File: config.mk
export PLATFORM = sky130hd
export DESIGN_NAME = dll_code_top
export DESIGN_NICKNAME = d
export VERILOG_FILES = /design/src/source/dll_pkg.sv /design/src/source/dll_phase_filter.sv /design/src/source/dll_code_ctrl.sv /design/src/source/quadph_code_gen.sv /design/src/source/dll_code_top.sv
export SDC_FILE = /design/constraint.sdc
export NUM_CORES = 1
export LEC_CHECK = 0
export BUFFER_PORTS_ARGS = -buffer_cell sky130_fd_sc_hd__clkbuf_2
export CORE_AREA = 2 2 65 67
export DETAILED_ROUTE_END_ITERATION = 12
export DIE_AREA = 0 0 67 69
export PLACE_DENSITY = 0.77
export REMOVE_ABC_BUFFERS = 1
export SKIP_CTS_REPAIR_TIMING = 1
export SLEW_MARGIN = 10
export SYNTH_ARGS = -nofsm -noshare
export SYNTH_HDL_FRONTEND = slang
export SYNTH_SLANG_ARGS = --single-unit
File: constraint.sdc
create_clock -name clk -period 3.1 [get_ports clk]
set_input_delay 0.93 -clock clk [delete_from_list [all_inputs] [get_ports clk]]
set_output_delay 0.93 -clock clk [all_outputs]
set_load 0.02 [all_outputs]
File: src/source/dll_pkg.sv
//----------------------------------------------------------------------
// dll code path package
// delay code layout, vote filter and lock constants, and the
// encoding of the code controller state machine
//----------------------------------------------------------------------

package dll_pkg;

  //--------------------------------------------------------------------
  // delay code layout
  //--------------------------------------------------------------------
  localparam int code_w   = 10;                 // full binary delay code
  localparam int coarse_w = 7;                  // upper bits, coarse taps
  localparam int fine_w   = 3;                  // lower bits, fine interpolator

  // top code value, saturation point for up steps
  localparam int code_max = (1 << code_w) - 1;

  //--------------------------------------------------------------------
  // vote filter
  //--------------------------------------------------------------------
  localparam int filter_thresh = 4;             // net votes per code step
  localparam int filter_cnt_w  = 4;             // signed accumulator width

  //--------------------------------------------------------------------
  // lock detection
  //--------------------------------------------------------------------
  // direction reversals before the loop counts as locked
  localparam int lock_reversals = 4;

  // controller states
  typedef enum logic [1:0] {
    dll_idle   = 2'd0,                          // one cycle out of reset
    dll_search = 2'd1,                          // stepping, counting reversals
    dll_locked = 2'd2                           // dithering around the edge
  } dll_state_e;

endpackage

File: src/source/dll_phase_filter.sv
//----------------------------------------------------------------------
// dll phase vote filter
// integrates early/late reports from the phase detector and issues a
// single one-cycle code step each time the net vote hits threshold
//----------------------------------------------------------------------

`timescale 1ns/1ps

module dll_phase_filter (
  input  logic clk,
  input  logic reset_n,
  input  logic pd_early,        // sampled clock early, code must go up
  input  logic pd_late,         // sampled clock late, code must go down
  input  logic code_ovrd_en,    // override holds the filter clear
  output logic step_up,
  output logic step_dn
);

  import dll_pkg::*;

  logic signed [filter_cnt_w-1:0] vote_acc;     // net early minus late
  logic signed [filter_cnt_w-1:0] acc_next;
  logic                           vote_up;
  logic                           vote_dn;
  logic                           hit_up;
  logic                           hit_dn;

  // both or neither high is no information
  assign vote_up = pd_early & ~pd_late;
  assign vote_dn = pd_late & ~pd_early;

  always_comb begin
    acc_next = vote_acc;
    if (vote_up) begin
      acc_next = vote_acc + filter_cnt_w'(1);
    end else if (vote_dn) begin
      acc_next = vote_acc - filter_cnt_w'(1);
    end
  end

  // threshold detect on the updated count
  assign hit_up = (acc_next == filter_cnt_w'(filter_thresh));
  assign hit_dn = (acc_next == -filter_cnt_w'(filter_thresh));

  //--------------------------------------------------------------------
  // accumulator and step pulses
  //--------------------------------------------------------------------
  always_ff @(posedge clk or negedge reset_n) begin
    if (!reset_n) begin
      vote_acc <= '0;
      step_up  <= 1'b0;
      step_dn  <= 1'b0;
    end else if (code_ovrd_en) begin
      vote_acc <= '0;                           // stale votes dropped
      step_up  <= 1'b0;
      step_dn  <= 1'b0;
    end else begin
      step_up  <= hit_up;
      step_dn  <= hit_dn;
      vote_acc <= (hit_up || hit_dn) ? '0 : acc_next; // restart after a step
    end
  end

  // controller applies at most one direction per cycle
  a_step_excl: assert property (@(posedge clk) disable iff (!reset_n)
    !(step_up && step_dn));

endmodule

File: src/source/dll_code_ctrl.sv
//----------------------------------------------------------------------
// dll delay code controller
// keeps the saturating 10-bit binary delay code, applies filter steps
// and register overrides, and decides lock from step reversals
//----------------------------------------------------------------------

`timescale 1ns/1ps

module dll_code_ctrl (
  input  logic                       clk,
  input  logic                       reset_n,
  input  logic                       step_up,      // one-cycle pulse from filter
  input  logic                       step_dn,      // one-cycle pulse from filter
  input  logic                       code_ovrd_en, // override level
  input  logic [dll_pkg::code_w-1:0] code_ovrd,    // override value
  output logic [dll_pkg::code_w-1:0] dll_code,     // reference delay code
  output logic                       dll_lock
);

  import dll_pkg::*;

  dll_state_e                             state;
  logic [$clog2(lock_reversals + 1)-1:0]  rev_cnt;    // reversals seen in search
  logic                                   last_up;    // direction of previous step
  logic                                   dir_valid;  // last_up holds a real step
  logic                                   step_any;
  logic                                   reversal;
  logic                                   at_max;
  logic                                   at_min;

  assign step_any = step_up | step_dn;

  // a reversal needs a previous step to compare against
  assign reversal = step_any & dir_valid & (last_up != step_up);

  assign at_max = (dll_code == code_w'(code_max));
  assign at_min = (dll_code == '0);

  //--------------------------------------------------------------------
  // code register
  //--------------------------------------------------------------------
  always_ff @(posedge clk or negedge reset_n) begin
    if (!reset_n) begin
      dll_code <= '0;
    end else if (code_ovrd_en) begin
      dll_code <= code_ovrd;                    // override wins over steps
    end else if (step_up && !at_max) begin
      dll_code <= dll_code + 1'b1;
    end else if (step_dn && !at_min) begin
      dll_code <= dll_code - 1'b1;
    end
    // steps into either end are dropped, code stays saturated
  end

  //--------------------------------------------------------------------
  // lock state machine
  //--------------------------------------------------------------------
  always_ff @(posedge clk or negedge reset_n) begin
    if (!reset_n) begin
      state     <= dll_idle;
      rev_cnt   <= '0;
      last_up   <= 1'b0;
      dir_valid <= 1'b0;
      dll_lock  <= 1'b0;
    end else if (code_ovrd_en) begin
      // new code loaded, lock history no longer meaningful
      state     <= dll_search;
      rev_cnt   <= '0;
      last_up   <= 1'b0;
      dir_valid <= 1'b0;
      dll_lock  <= 1'b0;
    end else begin
      case (state)
        dll_idle: begin
          state <= dll_search;                  // leave idle right after reset
        end
        dll_search: begin
          if (step_any) begin
            last_up   <= step_up;               // saturated steps still count
            dir_valid <= 1'b1;
          end
          if (reversal) begin
            rev_cnt <= rev_cnt + 1'b1;
            if (int'(rev_cnt) == lock_reversals - 1) begin
              state    <= dll_locked;           // lock with this code update
              dll_lock <= 1'b1;
            end
          end
        end
        dll_locked: begin
          dll_lock <= 1'b1;                     // keep tracking, stay locked
        end
        default: begin
          state    <= dll_idle;
          dll_lock <= 1'b0;
        end
      endcase
    end
  end

  //--------------------------------------------------------------------
  // checks
  //--------------------------------------------------------------------
  // no step and no override means the delay chain sees a steady code
  a_code_hold: assert property (@(posedge clk) disable iff (!reset_n)
    (!step_any && !code_ovrd_en) |=> $stable(dll_code));

  // lock flag is a registered copy of the state, never out of step
  a_lock_state: assert property (@(posedge clk) disable iff (!reset_n)
    dll_lock == (state == dll_locked));

  // a step moves the code by one tap or not at all
  a_step_size: assert property (@(posedge clk) disable iff (!reset_n)
    (step_any && !code_ovrd_en) |=>
      ($stable(dll_code) ||
       (dll_code == $past(dll_code) + 1'b1) ||
       (dll_code == $past(dll_code) - 1'b1)));

endmodule

File: src/source/quadph_code_gen.sv
//----------------------------------------------------------------------
// quadrature phase code generator
// derives a quarter-delay code from the dll reference code and
// registers either that code or the reference code for the chain
//----------------------------------------------------------------------

`timescale 1ns/1ps

module quadph_code_gen (
  input  logic                       clk,
  input  logic                       reset_n,
  input  logic [dll_pkg::code_w-1:0] ref_code,   // reference code from controller
  input  logic                       quad_sel,   // 1 quarter code, 0 reference
  output logic [dll_pkg::code_w-1:0] quad_code   // code for the delay chain
);

  import dll_pkg::*;

  logic [coarse_w-1:0] ref_coarse;
  logic [fine_w-1:0]   ref_fine;
  logic [coarse_w-1:0] quad_coarse;
  logic [fine_w-1:0]   quad_fine;
  logic                fine_round;

  assign ref_coarse = ref_code[code_w-1:fine_w];
  assign ref_fine   = ref_code[fine_w-1:0];

  // coarse divided by four
  assign quad_coarse = ref_coarse >> 2;

  // round up when the dropped fine bits are half a step or more
  assign fine_round = (ref_fine[1:0] >= 2'd2);

  // coarse remainder goes into the fine field as two fine taps each,
  // plus the fine field divided by four, wraps at 8 by design
  assign quad_fine = {ref_coarse[1:0], 1'b0}
                   + fine_w'(ref_fine[fine_w-1])
                   + fine_w'(fine_round);

  //--------------------------------------------------------------------
  // output register
  //--------------------------------------------------------------------
  always_ff @(posedge clk or negedge reset_n) begin
    if (!reset_n) begin
      quad_code <= '0;
    end else if (quad_sel) begin
      quad_code <= {quad_coarse, quad_fine};
    end else begin
      quad_code <= ref_code;                    // pass through
    end
  end

  // quarter code coarse field cannot exceed a quarter of full range
  a_quad_range: assert property (@(posedge clk) disable iff (!reset_n)
    quad_sel |=>
      (quad_code[code_w-1:fine_w] <= coarse_w'(code_max >> (fine_w + 2))));

endmodule

File: src/source/dll_code_top.sv
//----------------------------------------------------------------------
// dll delay code path top
// phase vote filter, code controller and quadrature code generator
// in a straight chain from detector levels to delay chain code
//----------------------------------------------------------------------

`timescale 1ns/1ps

module dll_code_top (
  input  logic                       clk,
  input  logic                       reset_n,
  input  logic                       pd_early,      // phase detector early level
  input  logic                       pd_late,       // phase detector late level
  input  logic                       code_ovrd_en,  // override level
  input  logic [dll_pkg::code_w-1:0] code_ovrd,     // override value
  input  logic                       quad_sel,      // quarter code select
  output logic [dll_pkg::code_w-1:0] dll_code,      // reference code
  output logic [dll_pkg::code_w-1:0] quad_code,     // delay chain code
  output logic                       dll_lock
);

  // filter to controller step pulses
  logic step_up;
  logic step_dn;

  //--------------------------------------------------------------------
  // vote filter, one cycle from completing vote to step
  //--------------------------------------------------------------------
  dll_phase_filter u_filter (
    .clk          (clk),
    .reset_n      (reset_n),
    .pd_early     (pd_early),
    .pd_late      (pd_late),
    .code_ovrd_en (code_ovrd_en),
    .step_up      (step_up),
    .step_dn      (step_dn)
  );

  // code controller, one cycle from step or override to code
  dll_code_ctrl u_ctrl (
    .clk          (clk),
    .reset_n      (reset_n),
    .step_up      (step_up),
    .step_dn      (step_dn),
    .code_ovrd_en (code_ovrd_en),
    .code_ovrd    (code_ovrd),
    .dll_code     (dll_code),
    .dll_lock     (dll_lock)
  );

  // quadrature generator, one more cycle to the chain code
  quadph_code_gen u_quad (
    .clk          (clk),
    .reset_n      (reset_n),
    .ref_code     (dll_code),
    .quad_sel     (quad_sel),
    .quad_code    (quad_code)
  );

endmodule

==> metrics.yaml, run 1 <==
global_route:
  track_usage_pct: 21.0
  antenna_found_initial: 0
  globalRoute.totalOverflow: 0
  grt_pass1_vias: 1656
  grt_max_degree: 35
  grt_pass1_wl_microns: 7570
timing:
  worst_pin_slew_ns: 0.837
  min_period_over_period_pct: 94.9
  fin_skew_ns: 0.00299
  setup_viol: 0
  drv_slew: 0
  max_clock_freq_mhz: 340
  fin_setup_tns_ns: 0
  slew_headroom_pct: 44.2
  rsz0062_at_grt: "false"
  final_hold_viol_count: 0
  fin_crit_ns: 2.94
synth:
  ys_ff_latch: 34
  ys.flop_type: "dfrtp_1"
  synthTopCellsByArea: "dfrtp_1 41%, ha_1 11%, mux2_2 6.5%"
  synth_fa_ha_area_share_pct: 11.7
  syn_inst: 211
  muxShareOfSynthArea_pct: 7.91
  synthArstFlopShare_pct: 100
  synth_top_family_by_area: "simple AND/OR/NAND/NOR gates"
  synthSimpleGateAreaFrac_pct: 17.4
  yosysSeqAreaShare_pct: 40.7
  yosysTopAreaCell: "dfrtp_1"
  syn_area_sq_um: 2090
  synth_edf_count: 0
  synth.distinct_cells: 39
  synth-xor-area-share_pct: 5.03
  synth-warning-count: 0
  synth-compound-area-share_pct: 13.8
  post_synth.cell_area_avg_sq_um: 9.90
  yosysTopAreaCellShare_pct: 40.7
floorplanning:
  dieArea_sq_um: 4620
  initial_utilization_pct: 53.4
  die_x_microns: 67
  rows: 23
  die_h_microns: 69
  core_sq_um: 3910
  io-pin-count: 37
run:
  maxCapViolCount: 0
detailed_routing:
  met2WireLength_microns: 1990
  vias: 1684
  wl_microns: 4450
  drt_iter0_markers: 101
  drc: 0
  wl_met3_microns: 265
  ant_nets: 0
  dr.pass1.iters: 4
  dr.max_layer_used: "met4"
  wl_met1_microns: 2150
  wl_per_cell_microns: 14.6
  vias_per_cell: 5.52
cells_and_area:
  n_antenna_cell: 0
  fin_util_pct: 62.8
  final_nets: 289
  final_common_cell: "clkbuf_2"
  final_cell_mix: "36 x clkbuf_2, 34 x dfrtp_1, 22 x nor2_1, 18 x ha_1, 14 x a21oi_1"
  synthToLayoutAreaGrowth_pct: 17.7
  layout-drive-gt1-share_pct: 24.3
critical_path:
  arrival_ns: 3.11
  critical_path_class: "reg -> reg"
  critPathCaptureType: "flop"
  worstPathRequired_ns: 3.27
  crit_fanout: 7
  startpoint_type: "flop"
  r2r_cells: 10
placement:
  place_congestion: 0.827
  hpwl_microns: 3310
  port_buffers: 36
run_status:
  status: "completed"
pwr:
  p_per_area_nw_per_um2: 620
  ir_drop_mv: 0.303
  total_power_mw: 1.53
  leakagePower_nw: 1.14
clock_tree:
  insertion_delay_ns: 0.29
  ctsRootBufferMaster: "clkbuf_8"
  clk_pin_slew_ns: 0.07
  cts_sinks: 34
  cts_buffers: 5
  clockBufferDepth: 2
  cts_tree: "built"
  cts-htree-levels: 2
worst_hold_path:
  hold_depth: 2
  hold_class: "reg -> reg"
[layout make-up]
cell class,count,area (sq um)
Multi-Input combinational cell,159,1170
Sequential cell,34,851
Fill cell,338,1460
Timing Repair Buffer,42,225
Clock inverter,1,30.0
Clock buffer,7,76.3
Tap cell,50,62.6
Inverter,12,45.0
[metrics by stage]
stage          hold slack, ns  area (sq um)  cells  setup slack, ns
2_1_floorplan           0.480          2060    205            0.165
4_1_cts                 0.525          2460    305            0.173
3_3_place_gp            0.495          2350    297            0.279
6_report                0.520          2460    305            0.158
3_5_place_dp            0.508          2350    297            0.186
5_1_grt                 0.572          2460    305           0.0232
[registers in the layout, summed over array words and instances (netlist names)]
| signal | flops |
|---|---|
| u_filter.step_dn | 1 |
| u_ctrl.dll_code | 10 |
| u_filter.vote_acc | 4 |
| u_quad.quad_code | 10 |
| u_ctrl.last_up | 1 |
| u_ctrl.state | 2 |
| u_ctrl.dir_valid | 1 |
| u_ctrl.dll_lock | 1 |
| u_filter.step_up | 1 |
| u_ctrl.rev_cnt | 3 |
[cells by family (layout without fill, tap and decap cells)]
family,count (synthesis),in the layout
compound gates,45,45
xor+xnor,12,12
fa+ha+maj,19,19
buf+inv,18,62
flops,34,34
mux,15,15
simple gates,68,68
[per-layer routing]
metal,vias up,track usage [%]
li1,832,-
met1,793,29.5
met2,55,30.9
met3,4,5.71
met4,0,7.48
met5,-,0
[where the power goes]
group | internal [mW] | switching, mW
logic | 0.243 | 0.323
clock network | 0.240 | 0.158
registers | 0.508 | 0.0531
[critical path, stage by stage (launching register included)]
cell and delay [ns]:
dfrtp_1 0.48, nand2_1 0.10, o31a_1 0.36, inv_1 0.19
ha_1 0.30, nor2b_4 0.14, o31a_1 0.26, or4_1 0.40
a31oi_1 0.22, xnor2_1 0.09, a221o_1 0.30
[final timing paths]
path                                        end               start  slack (ns)
max                          u_ctrl.dll_code[8]  u_ctrl.dll_code[5]        0.16
min                            u_ctrl.dir_valid    u_ctrl.dir_valid        0.52
max reg2reg                  u_ctrl.dll_code[8]  u_ctrl.dll_code[5]        0.16
min reg2reg                    u_ctrl.dir_valid    u_ctrl.dir_valid        0.52
max in group asynchronous  u_filter.vote_acc[1]             reset_n        1.84
min in group asynchronous    u_ctrl.dll_code[4]             reset_n        0.73
[synth_stat cells (4+ instances only)]
library cell and n:
a21oi_1 14, clkbuf_1 5, dfrtp_1 34, ha_1 18, inv_1 12, mux2_2 12, nand2_1 11, nand4_1 4
nor2_1 22, nor2b_1 7, nor3_1 4, nor3b_1 7, o21ai_0 10, xnor2_1 9
Power figures use the tool's default switching activity.
==> run 2: changes to the inputs <==
==> constraint.sdc (replaced) <==
create_clock -name clk -period 3.1 [get_ports clk]
set_input_delay 0.155 -clock clk [delete_from_list [all_inputs] [get_ports clk]]
set_output_delay 0.155 -clock clk [all_outputs]
set_load 0.02 [all_outputs]
==> run 2 against run 1 <==
Critical endpoint unchanged. Count of clock-buffer cells in the layout unchanged. The flow now finishes with violations (negative hold slack). Wire length is 1.5% lower. Core utilization down 0.38 points.
==> metrics.yaml, run 2 (synthesis results as in run 1) <==
run_status:
  status: "finished, violations left"
  violations: "negative hold slack"
floorplanning:
  die_x_microns: 67  # unchanged
  core_sq_um: 3910  # unchanged
  die_h_microns: 69  # unchanged
  dieArea_sq_um: 4620  # unchanged
  initial_utilization_pct: 53.4  # unchanged
  rows: 23  # unchanged
  io-pin-count: 37  # unchanged
timing:
  drv_slew: 0  # unchanged
  slew_headroom_pct: 43.5  # -0.72 points
  setup_viol: 0  # unchanged
  worst_pin_slew_ns: 0.847  # +0.0107 ns
  min_period_over_period_pct: 94.9  # about the same
  final_hold_viol_count: 34  # +34
  holdWs_ns: -0.0372  # -0.557 ns
  max_clock_freq_mhz: 340  # about the same
  fin_skew_ns: 0.00631  # +0.00332 ns
  fin_setup_tns_ns: 0  # unchanged
  rsz0062_at_grt: "false"
  fin_crit_ns: 2.94  # -0.00133 ns
critical_path:
  startpoint_type: "flop"
  critPathLaunch: "u_ctrl.dll_code[8]"
  path_buf_inv: 1  # unchanged
  critPathCaptureType: "flop"
  worstReg2RegStart: "u_ctrl.dll_code[8]"
  ff2ff_setup_slack_ns: 0.16  # about the same
  r2r_cells: 10  # unchanged
  cp_top_family: "compound AO/OA/AOI/OAI gates"
  regToRegEndpoint: "u_ctrl.dll_code[8]"
  worst_path_most_repeated_cell: "o31a_1"
  slowest_delay_ns: 0.46  # -0.02 ns
  critical_path_class: "reg -> reg"
  crit_chain: "nand4_1, o31a_1, inv_1, ha_1, nor2b_4, o31a_1, or4_1, a31oi_1, xnor2_1, a221o_1"
  worstPathRequired_ns: 3.26  # about the same
  slowest_stage: "dfrtp_1"
  arrival_ns: 3.10  # about the same
  crit_fanout: 7  # unchanged
run:
  maxCapViolCount: 0  # unchanged
clock_tree:
  cts_tree: "built"
  cts_buffers: 5  # unchanged
  clockBufferDepth: 2  # unchanged
  clk_pin_slew_ns: 0.07  # about the same
  insertion_delay_ns: 0.28  # about the same
  ctsRootBufferMaster: "clkbuf_8"
  cts-htree-levels: 2  # unchanged
  cts_sinks: 34  # unchanged
detailed_routing:
  vias_per_cell: 5.45  # -1.3%
  vias: 1662  # -1.3%
  drc: 0  # unchanged
  ant_nets: 0  # unchanged
  wl_per_cell_microns: 14.4  # -1.5%
  drt_iter0_markers: 66  # -35%
  wl_microns: 4390  # -1.5%
  dr.pass1.iters: 4  # unchanged
global_route:
  grt_pass1_vias: 1605  # -3.1%
  antenna_found_initial: 0  # unchanged
  globalRoute.totalOverflow: 0  # unchanged
  grt_pass1_wl_microns: 7510  # -0.73%
  grt_max_degree: 35  # unchanged
  track_usage_pct: 21.1  # +0.11 points
placement:
  hpwl_microns: 3230  # -2.4%
  port_buffers: 36  # unchanged
  place_inst: 297  # unchanged
  place_congestion: 0.846  # +2.4%
  placed_cell_area_sq_um: 2350  # unchanged
pwr:
  p_int_mw: 0.929  # -6.3%
  power_frac_comb_pct: 38.5  # +1.4 points
  p_sw_share_pct: 36.1  # +1.1 points
  leakagePower_nw: 1.13  # -0.37%
  p_clk_share_pct: 23.1  # -3.0 points
  ir_drop_mv: 0.229  # -24%
  p_per_area_nw_per_um2: 595  # -4.1%
  switchingPower_mw: 0.525  # -1.7%
  power_frac_seq_pct: 38.4  # +1.6 points
cells_and_area:
  final_nets: 289  # unchanged
  final_area_sq_um: 2440  # -0.61%
  reg_top3: "u_ctrl.dll_code (10), u_quad.quad_code (10), u_filter.vote_acc (4)"
  layout-drive-gt1-share_pct: 24.7  # +0.39 points
  regArea_sq_um: 851  # unchanged
  final_cell_mix: "36 x clkbuf_2, 34 x dfrtp_1, 22 x nor2_1, 18 x ha_1, 14 x a21oi_1"
  n_antenna_cell: 0  # unchanged
  final_common_cell: "clkbuf_2"
  fillers: 352  # +4.1%
  synthToLayoutAreaGrowth_pct: 17.0
  fin_cells: 305  # unchanged
  multi_input_area_sq_um: 1170  # unchanged
worst_hold_path:
  hold_class: "in -> async"
[run 2: metrics by stage]
stage	setup slack (ns)	total power, mW	util (%)	hold slack, ns
after floorplan	0.165	0.957	-	-0.141
final	0.159	1.45	62.4	-0.0372
after global placement	0.307	1.11	60.1	0.295
after global routing	0.0242	1.56	62.4	0.0225
after CTS	0.154	1.47	62.4	0.00194
after detailed placement	0.158	1.13	60.1	0.312
[run 2: worst max-delay path by stage]
stage,to,slack [ns],cells after the start
after global placement,u_ctrl.dll_code[8],0.31,10
after global routing,u_ctrl.dll_code[8],0.02,10
after CTS,u_ctrl.dll_code[8],0.15,10
final,u_ctrl.dll_code[8],0.16,10
after detailed placement,u_ctrl.dll_code[8],0.16,10
after floorplan,u_ctrl.dll_code[8],0.16,10
[run 2: layout make-up]
cell class,instances,area share [%]
Timing Repair Buffer,42,9.22
Inverter,12,1.84
Clock inverter,1,0.205
Tap cell,50,2.56
Clock buffer,7,3.53
Sequential cell,34,34.8
Multi-Input combinational cell,159,47.8
[run 2: per-layer routing]
layer / up-vias / part of all wire, % / track usage, %
met5: - / 0 / 0
met4: 0 / 1.2 / 7.03
met3: 5 / 5.1 / 5.55
met2: 38 / 45 / 30.1
met1: 781 / 49 / 30.9
li1: 838 / - / -
[run 2: power by group through the flow]
stage / combinational, mW / sequential [mW] / clock, mW
6_report: 0.560 / 0.559 / 0.336
2_1_floorplan: 0.336 / 0.622 / 0
3_5_place_dp: 0.558 / 0.567 / 0
5_1_grt: 0.628 / 0.569 / 0.364
3_3_place_gp: 0.547 / 0.563 / 0
4_1_cts: 0.561 / 0.558 / 0.346
==> run 3: changes to the inputs <==
--- a/config.mk
+++ b/config.mk
@@ -9,6 +9,7 @@
 export CORE_AREA = 2 2 65 67
 export DETAILED_ROUTE_END_ITERATION = 12
 export DIE_AREA = 0 0 67 69
+export GPL_TIMING_DRIVEN = 0
 export PLACE_DENSITY = 0.77
 export REMOVE_ABC_BUFFERS = 1
 export SKIP_CTS_REPAIR_TIMING = 1
@@ -16,3 +17,4 @@
 export SYNTH_ARGS = -nofsm -noshare
 export SYNTH_HDL_FRONTEND = slang
 export SYNTH_SLANG_ARGS = --single-unit
+export TNS_END_PERCENT = 100
==> run 3 against run 2 <==
The flow still finishes with violations (negative hold slack). Largest cell class unchanged. Sequential share of layout area up 0.38 points. Critical path type unchanged. Via count down 2.0%. Combinational power down 6.4%. Critical path depth unchanged. Sequential cell count unchanged. Clock skew down 0.0016 ns. Critical endpoint unchanged. Largest power group is now registers. Non-clock buffer count down 6. Hold slack worse by 0.0095 ns.
==> metrics.yaml, run 3 (synthesis results as in run 1) <==
placement:
  place_congestion: 0.840  # -0.74%
  hpwl_microns: 2790  # -14%
  dp_slack_ns: 0.0249  # -0.134 ns
  port_buffers: 36  # unchanged
  place_inst: 291  # -2.0%
worst_hold_path:
  hold_class: "in -> async"
pwr:
  power_frac_seq_pct: 38.3  # about the same
  ir_drop_mv: 0.371  # +62%
  leakagePower_nw: 1.11  # -1.8%
  power_frac_comb_pct: 34.8  # -3.7 points
  p_clk_share_pct: 27.0  # +3.9 points
  switchingPower_mw: 0.511  # -2.7%
  p_int_mw: 0.995  # +7.2%
  p_sw_share_pct: 33.9  # -2.2 points
  p_per_area_nw_per_um2: 622  # +4.6%
timing:
  max_clock_freq_mhz: 336  # -1.1%
  worst_pin_slew_ns: 0.804  # -0.0432 ns
  fin_ws_ns: 0.127  # -0.0323 ns
  drv_slew: 0  # unchanged
  final_hold_viol_count: 34  # unchanged
  holdWs_ns: -0.0468  # -0.00954 ns
  fin_crit_ns: 2.97  # +0.0323 ns
  fin_setup_tns_ns: 0  # unchanged
  slew_headroom_pct: 46.4  # +2.9 points
  min_period_over_period_pct: 95.9  # +1.0 points
  fin_skew_ns: 0.00474  # -0.00157 ns
  rsz0062_at_grt: "false"
  setup_viol: 0  # unchanged
detailed_routing:
  ant_nets: 0  # unchanged
  vias: 1629  # -2.0%
  dr.pass1.iters: 4  # unchanged
  drc: 0  # unchanged
  drt_iter0_markers: 79  # +20%
  wl_microns: 3930  # -10%
  vias_per_cell: 5.47  # +0.32%
  wl_per_cell_microns: 13.2  # -8.4%
clock_tree:
  insertion_delay_ns: 0.28  # about the same
  cts_tree: "built"
  cts_sinks: 34  # unchanged
  cts-htree-levels: 2  # unchanged
  cts_buffers: 5  # unchanged
  clk_pin_slew_ns: 0.06  # about the same
  clockBufferDepth: 2  # unchanged
  ctsRootBufferMaster: "clkbuf_8"
cells_and_area:
  fin_cells: 298  # -2.3%
  final_cell_mix: "36 x clkbuf_2, 33 x dfrtp_1, 22 x nor2_1, 18 x ha_1, 14 x a21oi_1"
  synthToLayoutAreaGrowth_pct: 15.9
  layout-drive-gt1-share_pct: 23.8  # -0.92 points
  final_nets: 283  # -2.1%
  final_common_cell: "clkbuf_2"
  fin_util_pct: 61.9  # -0.58 points
  reg_top3: "u_ctrl.dll_code (10), u_quad.quad_code (10), u_filter.vote_acc (4)"
  n_antenna_cell: 0  # unchanged
critical_path:
  startpoint_type: "flop"
  worstPathRequired_ns: 3.26  # about the same
  crit_fanout: 11  # +4
  critical_path_class: "reg -> reg"
  arrival_ns: 3.14  # +0.04 ns
  critPathCaptureType: "flop"
run_status:
  violations: "negative hold slack"
  status: "finished, violations left"
global_route:
  grt_max_degree: 36  # +2.9%
  grt_pass1_vias: 1607  # +0.12%
  antenna_found_initial: 0  # unchanged
  grt_pass1_wl_microns: 7090  # -5.6%
  globalRoute.totalOverflow: 0  # unchanged
  track_usage_pct: 19.5  # -1.6 points
run:
  maxCapViolCount: 0  # unchanged
floorplanning:
  io-pin-count: 37  # unchanged
  die_x_microns: 67  # unchanged
  die_h_microns: 69  # unchanged
  core_sq_um: 3910  # unchanged
  dieArea_sq_um: 4620  # unchanged
  initial_utilization_pct: 53.4  # unchanged
  rows: 23  # unchanged
[run 3: changes by cell type in the layout (fill, tap and decap cells not counted)]
cell       delta
dfrtp_2       +1
inv_2         +1
dfrtp_1       -1
buf_4         -6
inv_1         -1
clkbuf_1      -1
bufinv_16     +1
clkinv_2      -1
[run 3: layout make-up]
| cell class | count | area [sq um] |
|---|---|---|
| multi-input combinational | 159 | 1170 |
| clock inverter | 1 | 30.0 |
| sequential | 34 | 852 |
| fill | 341 | 1490 |
| timing repair buffer | 36 | 180 |
| tap | 50 | 62.6 |
| clock buffer | 6 | 82.6 |
| inverter | 12 | 45.0 |
[run 3: final timing paths]
check	from	end	slack (ns)	cells past startpoint
min in group clk	code_ovrd[0]	u_ctrl.dll_code[0]	0.09	3
max	u_ctrl.dll_code[9]	u_ctrl.dll_code[8]	0.13	10
min	reset_n	u_ctrl.dll_code[4]	-0.05	1
max reg2reg	u_ctrl.dll_code[9]	u_ctrl.dll_code[8]	0.13	10
max in group asynchronous	reset_n	u_ctrl.dll_code[6]	2.58	1
min reg2reg	u_ctrl.rev_cnt[2]	u_ctrl.rev_cnt[2]	0.52	2
[run 3: metal layers]
metal,global-route usage [%],routed length [microns],part of all wire (%)
met1,26.9,1920,49
met2,31.1,1790,46
met3,3.92,183,4.7
met4,4.76,34,0.87
met5,0,0,0
[run 3: critical path: stages, from the launching register on]
cell     delay, ns
dfrtp_1       0.50
nand4_1       0.13
o31a_1        0.35
inv_2         0.19
ha_1          0.30
nor2b_4       0.14
o31a_1        0.26
or4_1         0.40
a31oi_1       0.22
xnor2_1       0.08
a221o_1       0.28
[run 3: per-stage QoR]
step | area, sq um | power, mW | hold WS [ns]
floorplan | 2060 | 0.957 | -0.141
global placement | 2310 | 1.08 | 0.290
detailed placement | 2310 | 1.11 | 0.294
CTS | 2420 | 1.52 | -0.00621
global route | 2420 | 1.61 | 0.0358
finish | 2420 | 1.51 | -0.0468
[run 3: power by group through the flow]
| stage | combinational (mW) | sequential (mW) | clock, mW |
|---|---|---|---|
| CTS | 0.527 | 0.575 | 0.415 |
| global placement | 0.505 | 0.579 | 0 |
| floorplan | 0.336 | 0.622 | 0 |
| detailed placement | 0.522 | 0.583 | 0 |
| global route | 0.591 | 0.586 | 0.436 |
| finish | 0.524 | 0.576 | 0.406 |
